`src/hw/balance_pkg.sv`:
```
// shared widths, types and gains for the balance controller; import with balance_pkg::*
package balance_pkg;

  ////////////////////
  // widths
  ////////////////////
  localparam int PTCH_W   = 16;  // raw pitch from the inertial unit
  localparam int LD_W     = 12;  // load-cell difference
  localparam int ERR_W    = 10;  // saturated pitch error
  localparam int INTEG_W  = 18;  // integrator accumulator
  localparam int TORQUE_W = 16;  // torque and shaped duty
  localparam int SPD_W    = 11;  // unsigned motor speed

  ////////////////////
  // types
  ////////////////////
  typedef logic signed [PTCH_W-1:0]   ptch_t;     // measured pitch
  typedef logic signed [LD_W-1:0]     ld_diff_t;  // left load minus right load
  typedef logic signed [ERR_W-1:0]    ptch_err_t; // pitch clipped to 10 bits
  typedef logic signed [INTEG_W-1:0]  integ_t;    // I accumulator
  typedef logic signed [TORQUE_W-1:0] torque_t;   // torque, shaped torque
  typedef logic        [SPD_W-1:0]    spd_t;      // speed magnitude, no sign

  ////////////////////
  // control constants
  ////////////////////
  localparam logic signed [5:0] P_COEFF = 6'sd14;         // proportional gain
  localparam logic signed [5:0] D_COEFF = 6'sd20;         // derivative gain

  // below this torque magnitude the gain multiplier is used instead of min duty
  localparam logic [TORQUE_W-1:0] LOW_TORQUE_BAND = 16'd70;
  localparam logic signed [5:0]   GAIN_MULTIPLIER = 6'sd15; // 1 + MIN_DUTY/band
  localparam torque_t             MIN_DUTY        = 16'sd980; // stiffens the motor

  localparam spd_t SPD_MAX       = 11'h7FF;   // saturated speed
  localparam spd_t OVR_SPD_LIMIT = 11'd1536;  // warn the rider above this

endpackage

```
`src/hw/motor_cmd_if.sv`:
```
// bundle of both wheel commands, driven by the wheel drive and read by the top level
`timescale 1ns/1ns

interface motor_cmd_if
  import balance_pkg::*;
();

  spd_t lft_spd;   // left motor speed
  logic lft_rev;   // 1 = run left motor in reverse
  spd_t rght_spd;  // right motor speed
  logic rght_rev;  // 1 = run right motor in reverse

  // producer side
  modport drv (output lft_spd, lft_rev, rght_spd, rght_rev);
  // consumer side
  modport mon (input lft_spd, lft_rev, rght_spd, rght_rev);

endinterface

```
`src/hw/ptch_pid.sv`:
```
// pitch PID stage: saturates pitch, forms registered P and D terms and the integrator
`timescale 1ns/1ns

module ptch_pid
  import balance_pkg::*;
#(
  parameter bit fast_sim = 1'b0  // 1 = integral term 16x stronger, for short sims
) (
  input  logic    clk,
  input  logic    rst_n,
  input  logic    vld,        // new inertial reading this cycle
  input  ptch_t   ptch,       // measured pitch
  input  logic    rider_off,  // no weight on the load cells
  input  logic    pwr_up,     // I term only counts while powered
  output torque_t pid_cntrl   // summed P + I + D command
);

  localparam ptch_err_t ERR_MOST_NEG = 10'sh200;
  localparam ptch_err_t ERR_MOST_POS = 10'sh1FF;
  localparam logic signed [6:0] DIFF_MOST_NEG = 7'sh40;
  localparam logic signed [6:0] DIFF_MOST_POS = 7'sh3F;

  ptch_err_t ptch_err;          // saturated pitch error
  integ_t    err_ext;           // error sign-extended to integrator width
  integ_t    integ;             // I accumulator
  integ_t    integ_nxt;         // candidate next integrator
  logic      integ_ovfl;        // add would wrap, so freeze
  ptch_err_t err_d1;            // error one reading back
  ptch_err_t err_d2;            // error two readings back
  ptch_err_t d_diff;            // current minus two readings back
  logic signed [6:0]  d_sat;    // diff clipped to 7 bits
  logic signed [14:0] p_term;   // 6b gain x 10b error, registered
  logic signed [12:0] d_term;   // 6b gain x 7b diff, registered
  torque_t   i_term;            // integral contribution before gating

  ////////////////////
  // pitch saturation
  ////////////////////
  // upper 7 bits all equal the sign means it fits in 10 bits
  always_comb begin
    if (ptch[15]) begin
      ptch_err = (&ptch[15:9]) ? ptch[9:0] : ERR_MOST_NEG;  // too negative -> 0x200
    end else begin
      ptch_err = (|ptch[15:9]) ? ERR_MOST_POS : ptch[9:0];  // too positive -> 0x1FF
    end
  end

  ////////////////////
  // P term
  ////////////////////
  always_ff @(posedge clk or negedge rst_n) begin
    if (!rst_n) begin
      p_term <= '0;
    end else begin
      p_term <= P_COEFF * ptch_err;  // max 14*512, fits in 15 bits signed
    end
  end

  ////////////////////
  // integrator
  ////////////////////
  assign err_ext   = {{(INTEG_W-ERR_W){ptch_err[ERR_W-1]}}, ptch_err};
  assign integ_nxt = integ + err_ext;

  // same-sign operands giving an opposite-sign sum is a wrap
  assign integ_ovfl = (integ[INTEG_W-1] == err_ext[INTEG_W-1]) &&
                      (integ_nxt[INTEG_W-1] != integ[INTEG_W-1]);

  always_ff @(posedge clk or negedge rst_n) begin
    if (!rst_n) begin
      integ <= '0;
    end else if (rider_off) begin
      integ <= '0;                        // rider stepped off, forget history
    end else if (vld && !integ_ovfl) begin
      integ <= integ_nxt;                 // otherwise hold (freeze on overflow)
    end
  end

  // normal: bits 17:6 sign-extended; fast_sim: bits 17:2
  assign i_term = fast_sim ? integ[17:2]
                           : {{4{integ[17]}}, integ[17:6]};

  ////////////////////
  // D term
  ////////////////////
  // two-deep history of the error, advancing per reading
  always_ff @(posedge clk or negedge rst_n) begin
    if (!rst_n) begin
      err_d1 <= '0;
      err_d2 <= '0;
    end else if (vld) begin
      err_d1 <= ptch_err;
      err_d2 <= err_d1;
    end
  end

  assign d_diff = ptch_err - err_d2;  // kept at 10 bits, wraps like the error

  always_comb begin
    if (d_diff[9]) begin
      d_sat = (&d_diff[9:6]) ? d_diff[6:0] : DIFF_MOST_NEG;
    end else begin
      d_sat = (|d_diff[9:6]) ? DIFF_MOST_POS : d_diff[6:0];
    end
  end

  always_ff @(posedge clk or negedge rst_n) begin
    if (!rst_n) begin
      d_term <= '0;
    end else begin
      d_term <= D_COEFF * d_sat;  // 20 * +-64 fits 13 bits
    end
  end

  ////////////////////
  // sum
  ////////////////////
  // all three sign-extended to 16 bits, I gated by power
  assign pid_cntrl = {p_term[14], p_term} +
                     {{3{d_term[12]}}, d_term} +
                     (pwr_up ? i_term : '0);

endmodule

```
`src/hw/torque_shaper.sv`:
```
// one wheel's torque to duty shaping with speed saturation; instantiated per wheel
`timescale 1ns/1ns

module torque_shaper
  import balance_pkg::*;
(
  input  logic    clk,
  input  logic    rst_n,
  input  torque_t torque,  // requested wheel torque
  input  logic    pwr_up,  // speed forced to 0 when low
  output spd_t    spd,     // speed magnitude, saturated
  output logic    rev      // 1 = reverse
);

  logic [TORQUE_W-1:0] trq_mag;     // |torque|
  torque_t             trq_duty;    // torque pushed out by MIN_DUTY
  torque_t             trq_gain;    // torque scaled for the low band
  torque_t             shaped_nxt;  // selected shaping
  torque_t             shaped;      // registered shaped torque
  logic [TORQUE_W-1:0] shaped_mag;  // |shaped|
  spd_t                spd_sat;     // magnitude clipped to 11 bits

  ////////////////////
  // shaping
  ////////////////////
  assign trq_mag = torque[TORQUE_W-1] ? -torque : torque;

  // add MIN_DUTY with the torque's own sign
  assign trq_duty = torque[TORQUE_W-1] ? (torque - MIN_DUTY)
                                       : (torque + MIN_DUTY);

  assign trq_gain = GAIN_MULTIPLIER * torque;  // low 16 bits kept

  // small torques get the gain, larger ones the min duty offset
  assign shaped_nxt = (trq_mag >= LOW_TORQUE_BAND) ? trq_duty : trq_gain;

  always_ff @(posedge clk or negedge rst_n) begin
    if (!rst_n) begin
      shaped <= '0;
    end else begin
      shaped <= shaped_nxt;
    end
  end

  ////////////////////
  // output
  ////////////////////
  assign rev = shaped[TORQUE_W-1];  // sign gives direction

  assign shaped_mag = shaped[TORQUE_W-1] ? -shaped : shaped;

  // anything in bits 15:11 means beyond 2047
  assign spd_sat = (|shaped_mag[TORQUE_W-1:SPD_W]) ? SPD_MAX
                                                   : shaped_mag[SPD_W-1:0];

  assign spd = pwr_up ? spd_sat : '0;  // unpowered motors stay still

endmodule

```
`src/hw/wheel_drive.sv`:
```
// steering mix of the PID command into two wheel shapers plus the overspeed warning
`timescale 1ns/1ns

module wheel_drive
  import balance_pkg::*;
(
  input  logic        clk,
  input  logic        rst_n,
  input  torque_t     pid_cntrl,     // balance command from the PID
  input  ld_diff_t    ld_cell_diff,  // left minus right load
  input  logic        en_steer,      // rider is steering
  input  logic        pwr_up,
  output logic        ovr_spd,       // to the piezo warning
  motor_cmd_if.drv    mc             // both wheels' speed and direction
);

  ld_diff_t ld_div8;    // load difference / 8
  torque_t  steer_ofs;  // same, at torque width
  torque_t  lft_trq;
  torque_t  rght_trq;

  ////////////////////
  // steering mix
  ////////////////////
  assign ld_div8   = ld_cell_diff >>> 3;  // keeps the sign
  assign steer_ofs = {{(TORQUE_W-LD_W){ld_div8[LD_W-1]}}, ld_div8};

  // heavier on the left slows the left wheel and speeds the right
  assign lft_trq  = en_steer ? (pid_cntrl - steer_ofs) : pid_cntrl;
  assign rght_trq = en_steer ? (pid_cntrl + steer_ofs) : pid_cntrl;

  torque_shaper u_lft_shaper (
    .clk    (clk),
    .rst_n  (rst_n),
    .torque (lft_trq),
    .pwr_up (pwr_up),
    .spd    (mc.lft_spd),
    .rev    (mc.lft_rev)
  );

  torque_shaper u_rght_shaper (
    .clk    (clk),
    .rst_n  (rst_n),
    .torque (rght_trq),
    .pwr_up (pwr_up),
    .spd    (mc.rght_spd),
    .rev    (mc.rght_rev)
  );

  // saturated speed 2047 always trips this
  assign ovr_spd = (mc.lft_spd > OVR_SPD_LIMIT) || (mc.rght_spd > OVR_SPD_LIMIT);

endmodule

```
`src/hw/balance_cntrl.sv`:
```
// balance controller top level: PID feeding the wheel drive, motor commands on plain ports
`timescale 1ns/1ns

module balance_cntrl
  import balance_pkg::*;
#(
  parameter bit fast_sim = 1'b0  // speeds up the integral term for simulation
) (
  input  logic     clk,
  input  logic     rst_n,
  input  logic     vld,           // one pulse per inertial reading
  input  ptch_t    ptch,          // measured pitch
  input  ld_diff_t ld_cell_diff,  // left minus right load
  input  logic     rider_off,
  input  logic     en_steer,
  input  logic     pwr_up,
  output spd_t     lft_spd,
  output logic     lft_rev,
  output spd_t     rght_spd,
  output logic     rght_rev,
  output logic     ovr_spd
);

  torque_t pid_cntrl;  // PID command into the wheel drive

  motor_cmd_if mc ();

  ptch_pid #(.fast_sim(fast_sim)) u_ptch_pid (
    .clk       (clk),
    .rst_n     (rst_n),
    .vld       (vld),
    .ptch      (ptch),
    .rider_off (rider_off),
    .pwr_up    (pwr_up),
    .pid_cntrl (pid_cntrl)
  );

  wheel_drive u_wheel_drive (
    .clk          (clk),
    .rst_n        (rst_n),
    .pid_cntrl    (pid_cntrl),
    .ld_cell_diff (ld_cell_diff),
    .en_steer     (en_steer),
    .pwr_up       (pwr_up),
    .ovr_spd      (ovr_spd),
    .mc           (mc.drv)
  );

  assign lft_spd  = mc.lft_spd;  // unpack to plain ports
  assign lft_rev  = mc.lft_rev;
  assign rght_spd = mc.rght_spd;
  assign rght_rev = mc.rght_rev;

endmodule

```
`config.mk`:
```
export PLATFORM = sky130hd
export DESIGN_NAME = balance_cntrl
export DESIGN_NICKNAME = d
export VERILOG_FILES = /design/src/hw/balance_pkg.sv /design/src/hw/motor_cmd_if.sv /design/src/hw/ptch_pid.sv /design/src/hw/torque_shaper.sv /design/src/hw/wheel_drive.sv /design/src/hw/balance_cntrl.sv
export SDC_FILE = /design/constraint.sdc
export NUM_CORES = 1
export LEC_CHECK = 0
export ABC_AREA = 1
export BUFFER_PORTS_ARGS = -buffer_cell sky130_fd_sc_hd__buf_2
export CAP_MARGIN = 0
export CORE_MARGIN = 4
export CORE_UTILIZATION = 45
export CTS_CLUSTER_DIAMETER = 30
export CTS_CLUSTER_SIZE = 24
export DETAILED_ROUTE_END_ITERATION = 10
export PLACE_DENSITY = 0.58
export SLEW_MARGIN = 20
export SYNTH_ARGS = -nofsm -noshare
export SYNTH_HDL_FRONTEND = slang
export SYNTH_HIERARCHICAL = 1
export SYNTH_SLANG_ARGS = --single-unit
```
`constraint.sdc`:
```
create_clock -name clk -period 8.61 [get_ports clk]
set_clock_uncertainty 0.1 [all_clocks]
set_input_delay 0.4305 -clock clk [delete_from_list [all_inputs] [get_ports clk]]
set_output_delay 0.4305 -clock clk [all_outputs]
set_load 0.02 [all_outputs]
```
==> flow_summary.yaml, run 1 <==
clocking:
  htreeDepth: 3
  clk_latency_ns: 0.39
  path_clk_slew_ns: 0.08
  cts_sinks: 95
  post-cts-setup-buffers: 0
  cts_tree: "yes"
  clock_path_buffers: 2
  root_buffer: "clkbuf_16"
  cts_buffers: 9
setup_path:
  cp_slowest_cell: "o21ai_1"
  r2r_setup_slack_ns: 1.29
  critPathLaunchType: "input port"
  crit_required_ns: 8.84
  cpPeakStageDelay_ns: 0.59
  critPathMaxFanout: 34
  end_kind: "register"
  crit_type: "in -> reg"
  arrival_ns: 7.56
yosys:
  syn_nets: 2796
  yosysMostFrequentCell: "nand2_1"
  synth_area_um2: 16100
  synth_area_leader_cell: "nand2_1"
  synth_top_cell_area_share_pct: 16.9
  ys_types: 43
  seq_area_frac_synth_pct: 14.7
  postSynth.asyncResetShare_pct: 100
  synth-edff-count: 0
  avgSynthCellArea_um2: 6.52
  synthTopCellsByArea: "nand2_1 (17%), ha_1 (17%), dfrtp_1 (15%), inv_1 (10%), fa_1 (9.0%)"
  ys_ff_latch: 95
  synthTopCellsByCount: "nand2_1 (726), inv_1 (446), nand3_1 (238)"
  syn_inst: 2476
  yosysWarnings: 6
  ys.flop_type: "dfrtp_1"
global_routing:
  grt_overflow: 0
  track_usage_pct: 22.1
  grt_pass1_wl_um: 71100
  grt_max_degree: 65
  grt_pass1_vias: 14700
  grt_antenna_before_repair: 1
floorplan:
  io_pins: 59
  die_area_um2: 39000
  num_rows: 69
  start_util_pct: 45.5
  die_h_um: 197
  core-area_um2: 35500
  die-width_um: 197
placement:
  portBuffers: 55
  gp_congestion: 0.916
  dp_hpwl_um: 35500
drt:
  via_count: 15100
  first_pass_iters: 5
  ant_nets: 0
  via_per_inst: 5.09
  wl_um: 42500
  drt-initial-drc-count: 836
  drc: 0
  routedWlPerCell_um: 14.3
timing:
  drv_slew: 0
  setup_tns_ns: 0
  max_freq_mhz: 136
  relSlewSlack_pct: 30.8
  finalSetupViolCount: 0
  rsz0062_at_grt: "no"
  hold_viol_final: 0
  tightest_slew_ns: 1.03
  fin_crit_sh_pct: 85.1
  finalCriticalPeriod_ns: 7.33
status:
  status: "finished clean"
hold_path:
  hold_path_class: "in -> reg"
cells_and_area:
  diodes: 0
  area_delta_synth_final_pct: 5.73
  final_nets: 2828
  drive_above_1_share_pct: 5.61
run:
  cap_violations: 0
## final timing paths
path	from	to	cells past startpoint
max	pwr_up	u_wheel_drive/u_rght_shaper/shaped[12]$_DFF_PN0_	34
min	ptch[2]	u_ptch_pid/err_d1[2]$_DFFE_PN0P_	3
max reg2reg	u_ptch_pid/integ[8]$_DFFE_PN0P_	u_wheel_drive/u_rght_shaper/shaped[12]$_DFF_PN0_	33
min reg2reg	u_ptch_pid/err_d1[9]$_DFFE_PN0P_	u_ptch_pid/err_d1[9]$_DFFE_PN0P_	2
max in group asynchronous	rst_n	u_wheel_drive/u_lft_shaper/shaped[11]$_DFF_PN0_	3
min in group asynchronous	rst_n	u_ptch_pid/err_d1[5]$_DFFE_PN0P_	2
## cell type report
type	count	area, µm²
clock buffers	9	225
clock inverters	7	65.1
fillers	3718	18400
inverters	457	1720
multi-input cells	1876	11700
flip-flops and latches	95	2380
well taps	461	577
repair buffers	69	385
## state kept, by name (all words and copies together) (netlist names)
register / count
u_wheel_drive/u_rght_shaper/shaped: 16
u_ptch_pid/p_term: 14
u_wheel_drive/u_lft_shaper/shaped: 16
u_ptch_pid/d_term: 11
u_ptch_pid/err_d1: 10
u_ptch_pid/integ: 18
u_ptch_pid/err_d2: 10
## cell usage in the layout (no fill, tap or decap), types with 10 or more instances in the layout
cell,n
nand2_1,726
inv_1,446
nand3_1,238
ha_1,213
nor2_1,151
a21oi_1,112
dfrtp_1,95
o21ai_0,84
fa_1,73
xor2_1,68
buf_2,54
xnor2_1,35
nand4_1,26
nand3b_1,23
o21bai_1,18
buf_4,14
nor3_1,14
nand2_2,12
o21ai_1,12
inv_2,10
## repair_timing
action,CTS,global route
resized for setup,0,0
hold endpoints to repair,31,0
hold buffers,1,0
## per-layer routing
metal	global-route usage, %	wire (µm)	part of all wire (%)
met1	28.9	19700	46
met2	38.9	20200	48
met3	2.32	1610	3.8
met4	6.11	914	2.2
met5	0	20	0.047
## worst max-delay path, delay by kind of cell
kind	cells	cell delay (ns)
adders and majority gates	8	3.19
and+or+nand+nor	14	1.46
AOI/OAI and AO/OA	3	1.02
buffers and inverters	7	0.92
xor gates and xnor gates	2	0.53
## logic make-up after synthesis
group	Yosys count	share of synthesized area [%]
compound gates	255	8.63
xor+xnor	103	5.59
fa+ha+maj	286	25.6
buf+inv	505	12.6
flops	95	14.7
simple gates	1232	32.9
## per-stage QoR
step | area (µm²) | utilization (%) | hold WS (ns) | cells | setup slack (ns)
final | 17100 | 48.1 | 0.297 | 2974 | 1.28
after global routing | 17100 | 48.1 | 0.345 | 2974 | 0.660
after CTS | 17100 | 48.1 | 0.282 | 2974 | 1.33
after detailed placement | 16800 | 47.3 | 0.302 | 2957 | 0.953
after global placement | 16800 | 47.3 | 0.300 | 2957 | 1.06
after floorplan | 16100 | - | 0.0349 | 2476 | 2.10
Power of run 1 is not shown: default switching activity piles up to over one toggle a cycle in this logic, so the estimate is an artifact.
==> run 2, diff against run 1 <==
--- a/config.mk
+++ b/config.mk
@@ -8,6 +8,7 @@
 export ABC_AREA = 1
 export BUFFER_PORTS_ARGS = -buffer_cell sky130_fd_sc_hd__buf_2
 export CAP_MARGIN = 0
+export CORE_ASPECT_RATIO = 1.25
 export CORE_MARGIN = 4
 export CORE_UTILIZATION = 45
 export CTS_CLUSTER_DIAMETER = 30
==> run 2 against run 1 <==
Register-to-register slack improved by 0.03 ns. Final cell count grew 0.77%. Hold slack improved by 0.021 ns. Via count up 0.29%. First-iteration DRC count down 14%. Routed wire length increased by 2.2%. Sequential share of layout area fell by 0.076 points. Critical path type is now reg -> reg. Die area is essentially flat. Utilization grew 0.30 points. Maximum frequency rose by 0.59%.
==> flow_summary.yaml, run 2 (synthesis results as in run 1) <==
status:
  status: "finished clean"
global_routing:
  track_usage_pct: 22.7
  grt_pass1_wl_um: 71600
  grt_pass1_vias: 14900
  grt_antenna_before_repair: 4
  grt_max_degree: 64
  grt_overflow: 0
clocking:
  cts_tree: "yes"
  cts_resized: 0
  ctsHoldBuffers: 1
  cts_buffers: 9
  clock_path_buffers: 2
  post-cts-setup-buffers: 0
  htreeDepth: 3
  path_clk_slew_ns: 0.08
  root_buffer: "clkbuf_16"
  cts_sinks: 95
  clk_latency_ns: 0.38
drt:
  via_per_inst: 5.06
  wl_um: 43400
  drt-initial-drc-count: 721
  routedWlPerCell_um: 14.5
  ant_nets: 0
  via_count: 15200
  first_pass_iters: 5
  drc: 0
setup_path:
  crit_type: "reg -> reg"
  end_kind: "register"
  critPathMaxFanout: 8
  r2r-start: "u_ptch_pid/integ[8]$_DFFE_PN0P_"
  crit_required_ns: 8.82
  r2r_setup_slack_ns: 1.32
  cp_slowest_cell: "o21ai_1"
  crit_path_end: "u_wheel_drive/u_rght_shaper/shaped[15]$_DFF_PN0_"
  cpPeakStageDelay_ns: 0.52
  arrival_ns: 7.50
  critPathLaunchType: "register"
  timing.rr.end: "u_wheel_drive/u_rght_shaper/shaped[15]$_DFF_PN0_"
  ff2ff_path_depth: 35
  cp_num_buf_inv: 7
  cp_top_family: "adder cells"
  crit_path_frequent_cell: "nand2_1"
  crit_start: "u_ptch_pid/integ[8]$_DFFE_PN0P_"
  crit_cells: 35
floorplan:
  die-width_um: 177
  die_area_um2: 39000
  die_h_um: 220
  io_pins: 59
  num_rows: 77
  start_util_pct: 45.5
  core-area_um2: 35500
hold_path:
  holdPathStages: 3
  hold_path_class: "in -> reg"
run:
  cap_violations: 0
timing:
  rsz0062_at_grt: "no"
  drv_slew: 0
  max_freq_mhz: 137
  fin_crit_sh_pct: 84.6
  finalCriticalPeriod_ns: 7.29
  setup_tns_ns: 0
  hold_viol_final: 0
  fin_ws_ns: 1.32
  finalSetupViolCount: 0
  tightest_slew_ns: 0.905
  relSlewSlack_pct: 39.3
  hold_slack_ns: 0.318
placement:
  dpl_worst_slack_ns: 1.06
  dp_hpwl_um: 36800
  portBuffers: 55
  gp_congestion: 0.907
cells_and_area:
  final_common_cell: "nand2_1"
  final_nets: 2837
  largest_register_ffs: 18
  reg_top3: "u_ptch_pid/integ: 18 flops, u_wheel_drive/u_lft_shaper/shaped: 16 flops, u_wheel_drive/u_rght_shaper/shaped: 16 flops"
  layout_common_cells: "nand2_1 (726), inv_1 (446), nand3_1 (238), ha_1 (213), nor2_1 (151)"
  drive_above_1_share_pct: 5.95
  area_delta_synth_final_pct: 6.31
  fin_util_pct: 48.4
  regMostFlops: "u_ptch_pid/integ"
[run 2: cell types whose count changed in the layout (fill, tap and decap cells not counted)]
cell        before  now
buf_4           14   23
clkinvlp_4       2    0
inv_8            1    3
clkinv_4         0    1
diode_2          0    1
inv_6            2    1
[run 2: tightest hold or removal path, stage by stage]
cell and delay [ns]:
buf_2 0.07, o21ai_0 0.09, o21ai_0 0.16
[run 2: final cells by class]
cell class | count | area [µm²]
Multi-Input combinational cell | 1876 | 11700
Antenna cell | 1 | 2.50
Timing Repair Buffer | 78 | 453
Tap cell | 474 | 593
Fill cell | 3840 | 18300
Inverter | 457 | 1720
Sequential cell | 95 | 2380
Clock inverter | 7 | 72.6
Clock buffer | 9 | 225
[run 2: how the worst min path moves through the flow]
stage	to	start
after global routing	u_ptch_pid/err_d2[9]$_DFFE_PN0P_	vld
after global placement	u_wheel_drive/u_lft_shaper/shaped[14]$_DFF_PN0_	rst_n
after detailed placement	u_wheel_drive/u_lft_shaper/shaped[14]$_DFF_PN0_	rst_n
after floorplan	u_ptch_pid/d_term[10]$_DFF_PN0_	rst_n
final	u_ptch_pid/err_d1[2]$_DFFE_PN0P_	ptch[2]
after CTS	u_ptch_pid/err_d1[2]$_DFFE_PN0P_	ptch[2]
[run 2: stage by stage]
step | instance area [µm²] | instances
3_5_place_dp | 16900 | 2979
6_report | 17200 | 2997
4_1_cts | 17200 | 2996
2_1_floorplan | 16100 | 2476
5_1_grt | 17200 | 2996
3_3_place_gp | 16900 | 2979
[run 2: per-layer routing]
layer	vias to the layer above	part of all wire, %	track usage [%]
li1	7874	-	-
met1	6998	40	25.2
met2	226	54	44.9
met3	65	2.9	2.52
met4	6	2.9	6.71
met5	-	0.12	0
Power of run 2 is left out for the same reason.
==> run 3, diff against run 2 <==
==> constraint.sdc (replaced) <==
create_clock -name clk -period 7.35 [get_ports clk]
set_clock_uncertainty 0.1 [all_clocks]
set_input_delay 0.3675 -clock clk [delete_from_list [all_inputs] [get_ports clk]]
set_output_delay 0.3675 -clock clk [all_outputs]
set_load 0.02 [all_outputs]
==> run 3 against run 2 <==
Setup slack lost 0.74 ns. Hold slack got worse by 0.054 ns. Via count rose by 0.93%. Register-to-register slack got worse by 0.74 ns. Largest cell class unchanged.
==> flow_summary.yaml, run 3 (synthesis results as in run 1) <==
status:
  status: "finished clean"
global_routing:
  track_usage_pct: 22.9
  grt_antenna_before_repair: 3
  grt_overflow: 0
  grt_pass1_vias: 15200
  grt_max_degree: 64
  grt_pass1_wl_um: 72100
cells_and_area:
  drive_above_1_share_pct: 6.62
  area_delta_synth_final_pct: 7.23
  fin_util_pct: 48.8
  multi_input_area_um2: 11700
  largest_register_ffs: 18
  seqCellArea_um2: 2380
  reg_top3: "u_ptch_pid/integ: 18 flops, u_wheel_drive/u_lft_shaper/shaped: 16 flops, u_wheel_drive/u_rght_shaper/shaped: 16 flops"
  regMostFlops: "u_ptch_pid/integ"
  final_common_cell: "nand2_1"
  final_nets: 2853
  layout_common_cells: "nand2_1 (726), inv_1 (446), nand3_1 (238), ha_1 (213), nor2_1 (151)"
  nFillCells: 3759
run:
  cap_violations: 0
setup_path:
  r2r-start: "u_ptch_pid/integ[8]$_DFFE_PN0P_"
  critPathLaunchType: "register"
  cp_slowest_cell: "ha_1"
  end_kind: "register"
  critPathMaxFanout: 10
  crit_start: "u_ptch_pid/integ[8]$_DFFE_PN0P_"
  r2r_setup_slack_ns: 0.59
  arrival_ns: 6.94
  timing.rr.end: "u_wheel_drive/u_rght_shaper/shaped[15]$_DFF_PN0_"
  cpPeakStageDelay_ns: 0.51
  crit_path_frequent_cell: "nand2_1"
  crit_required_ns: 7.52
  ff2ff_path_depth: 34
  crit_type: "reg -> reg"
floorplan:
  io_pins: 59
  num_rows: 77
  die-width_um: 177
  core-area_um2: 35500
  die_h_um: 220
  die_area_um2: 39000
  start_util_pct: 45.5
timing:
  rsz0062_at_grt: "yes"
  hold_slack_ns: 0.264
  fin_crit_sh_pct: 92.0
  drv_slew: 0
  relSlewSlack_pct: 35.9
  fin_ws_ns: 0.587
  tightest_slew_ns: 0.955
  finalSetupViolCount: 0
  hold_viol_final: 0
  finalCriticalPeriod_ns: 6.76
  max_freq_mhz: 148
  setup_tns_ns: 0
clocking:
  cts_sinks: 95
  root_buffer: "clkbuf_16"
  clk_latency_ns: 0.38
  clock_path_buffers: 2
  htreeDepth: 3
  path_clk_slew_ns: 0.08
  cts_buffers: 9
  cts_tree: "yes"
hold_path:
  holdPathStages: 3
  hold_path_class: "in -> reg"
  worstHoldEndpoint: "u_ptch_pid/err_d1[5]$_DFFE_PN0P_"
  worstHoldStart: "ptch[5]"
drt:
  first_pass_iters: 5
  via_per_inst: 5.08
  ant_nets: 0
  wl_um: 44100
  via_count: 15300
  routedWlPerCell_um: 14.6
  drc: 0
  drt-initial-drc-count: 588
placement:
  dp_hpwl_um: 37400
  portBuffers: 55
  dpl_worst_slack_ns: 0.310
  gp_congestion: 0.917
==> run 3: changes by cell type in the layout (fill, tap and decap cells not counted), sizes merged <==
cell and change:
diode +1, clkinv +1, inv -2, buf +16
clkinvlp +1
==> run 3: worst max-delay path by stage <==
stage / endpoint / slack (ns) / cells after the start
final: u_wheel_drive/u_rght_shaper/shaped[15]$_DFF_PN0_ / 0.59 / 34
after global routing: u_wheel_drive/u_lft_shaper/shaped[10]$_DFF_PN0_ / -0.008 / 29
after CTS: u_wheel_drive/u_rght_shaper/shaped[15]$_DFF_PN0_ / 0.51 / 36
after detailed placement: u_wheel_drive/u_rght_shaper/shaped[15]$_DFF_PN0_ / 0.31 / 37
after global placement: u_wheel_drive/u_rght_shaper/shaped[15]$_DFF_PN0_ / 0.35 / 34
after floorplan: u_wheel_drive/u_rght_shaper/shaped[15]$_DFF_PN0_ / 0.90 / 38
==> run 3: per-layer routing <==
layer  share of wire, %  GRT usage (%)  wire length [µm]
met2                 53           44.9             23400
met3                2.7           1.97              1190
met5              0.045              0                20
met4                4.3           10.1              1900
met1                 40           24.6             17600
==> run 3: per-stage QoR <==
step,instances,instance area [µm²]
2_1_floorplan,2476,16100
3_3_place_gp,2993,17000
3_5_place_dp,2993,17000
4_1_cts,3010,17300
5_1_grt,3012,17300
6_report,3014,17300
==> run 3: timing repair <==
action	CTS	global route
hold buffers	1	0
buffers inserted	0	2
hold endpoints to repair	32	0
setup endpoints to repair	0	3
resized for setup	0	2
==> run 3: layout make-up <==
class,count,area share [%]
multi-input combinational,1876,67.8
clock buffer,9,1.30
timing repair buffer,94,3.31
clock inverter,7,0.520
tap,474,3.42
antenna,2,0.0289
sequential,95,13.7
inverter,457,9.91
==> run 3: worst max-delay path: cells and delay by family, from the launching register on <==
kind	cells	cell delay, ns
AND/OR/NAND/NOR	14	1.20
adder cells (fa/ha/maj)	8	3.30
AO/OA/AOI/OAI	4	0.83
buffers and inverters	7	0.59
flip-flops	1	0.44
XOR/XNOR	1	0.19
Power of run 3 is left out for the same reason.
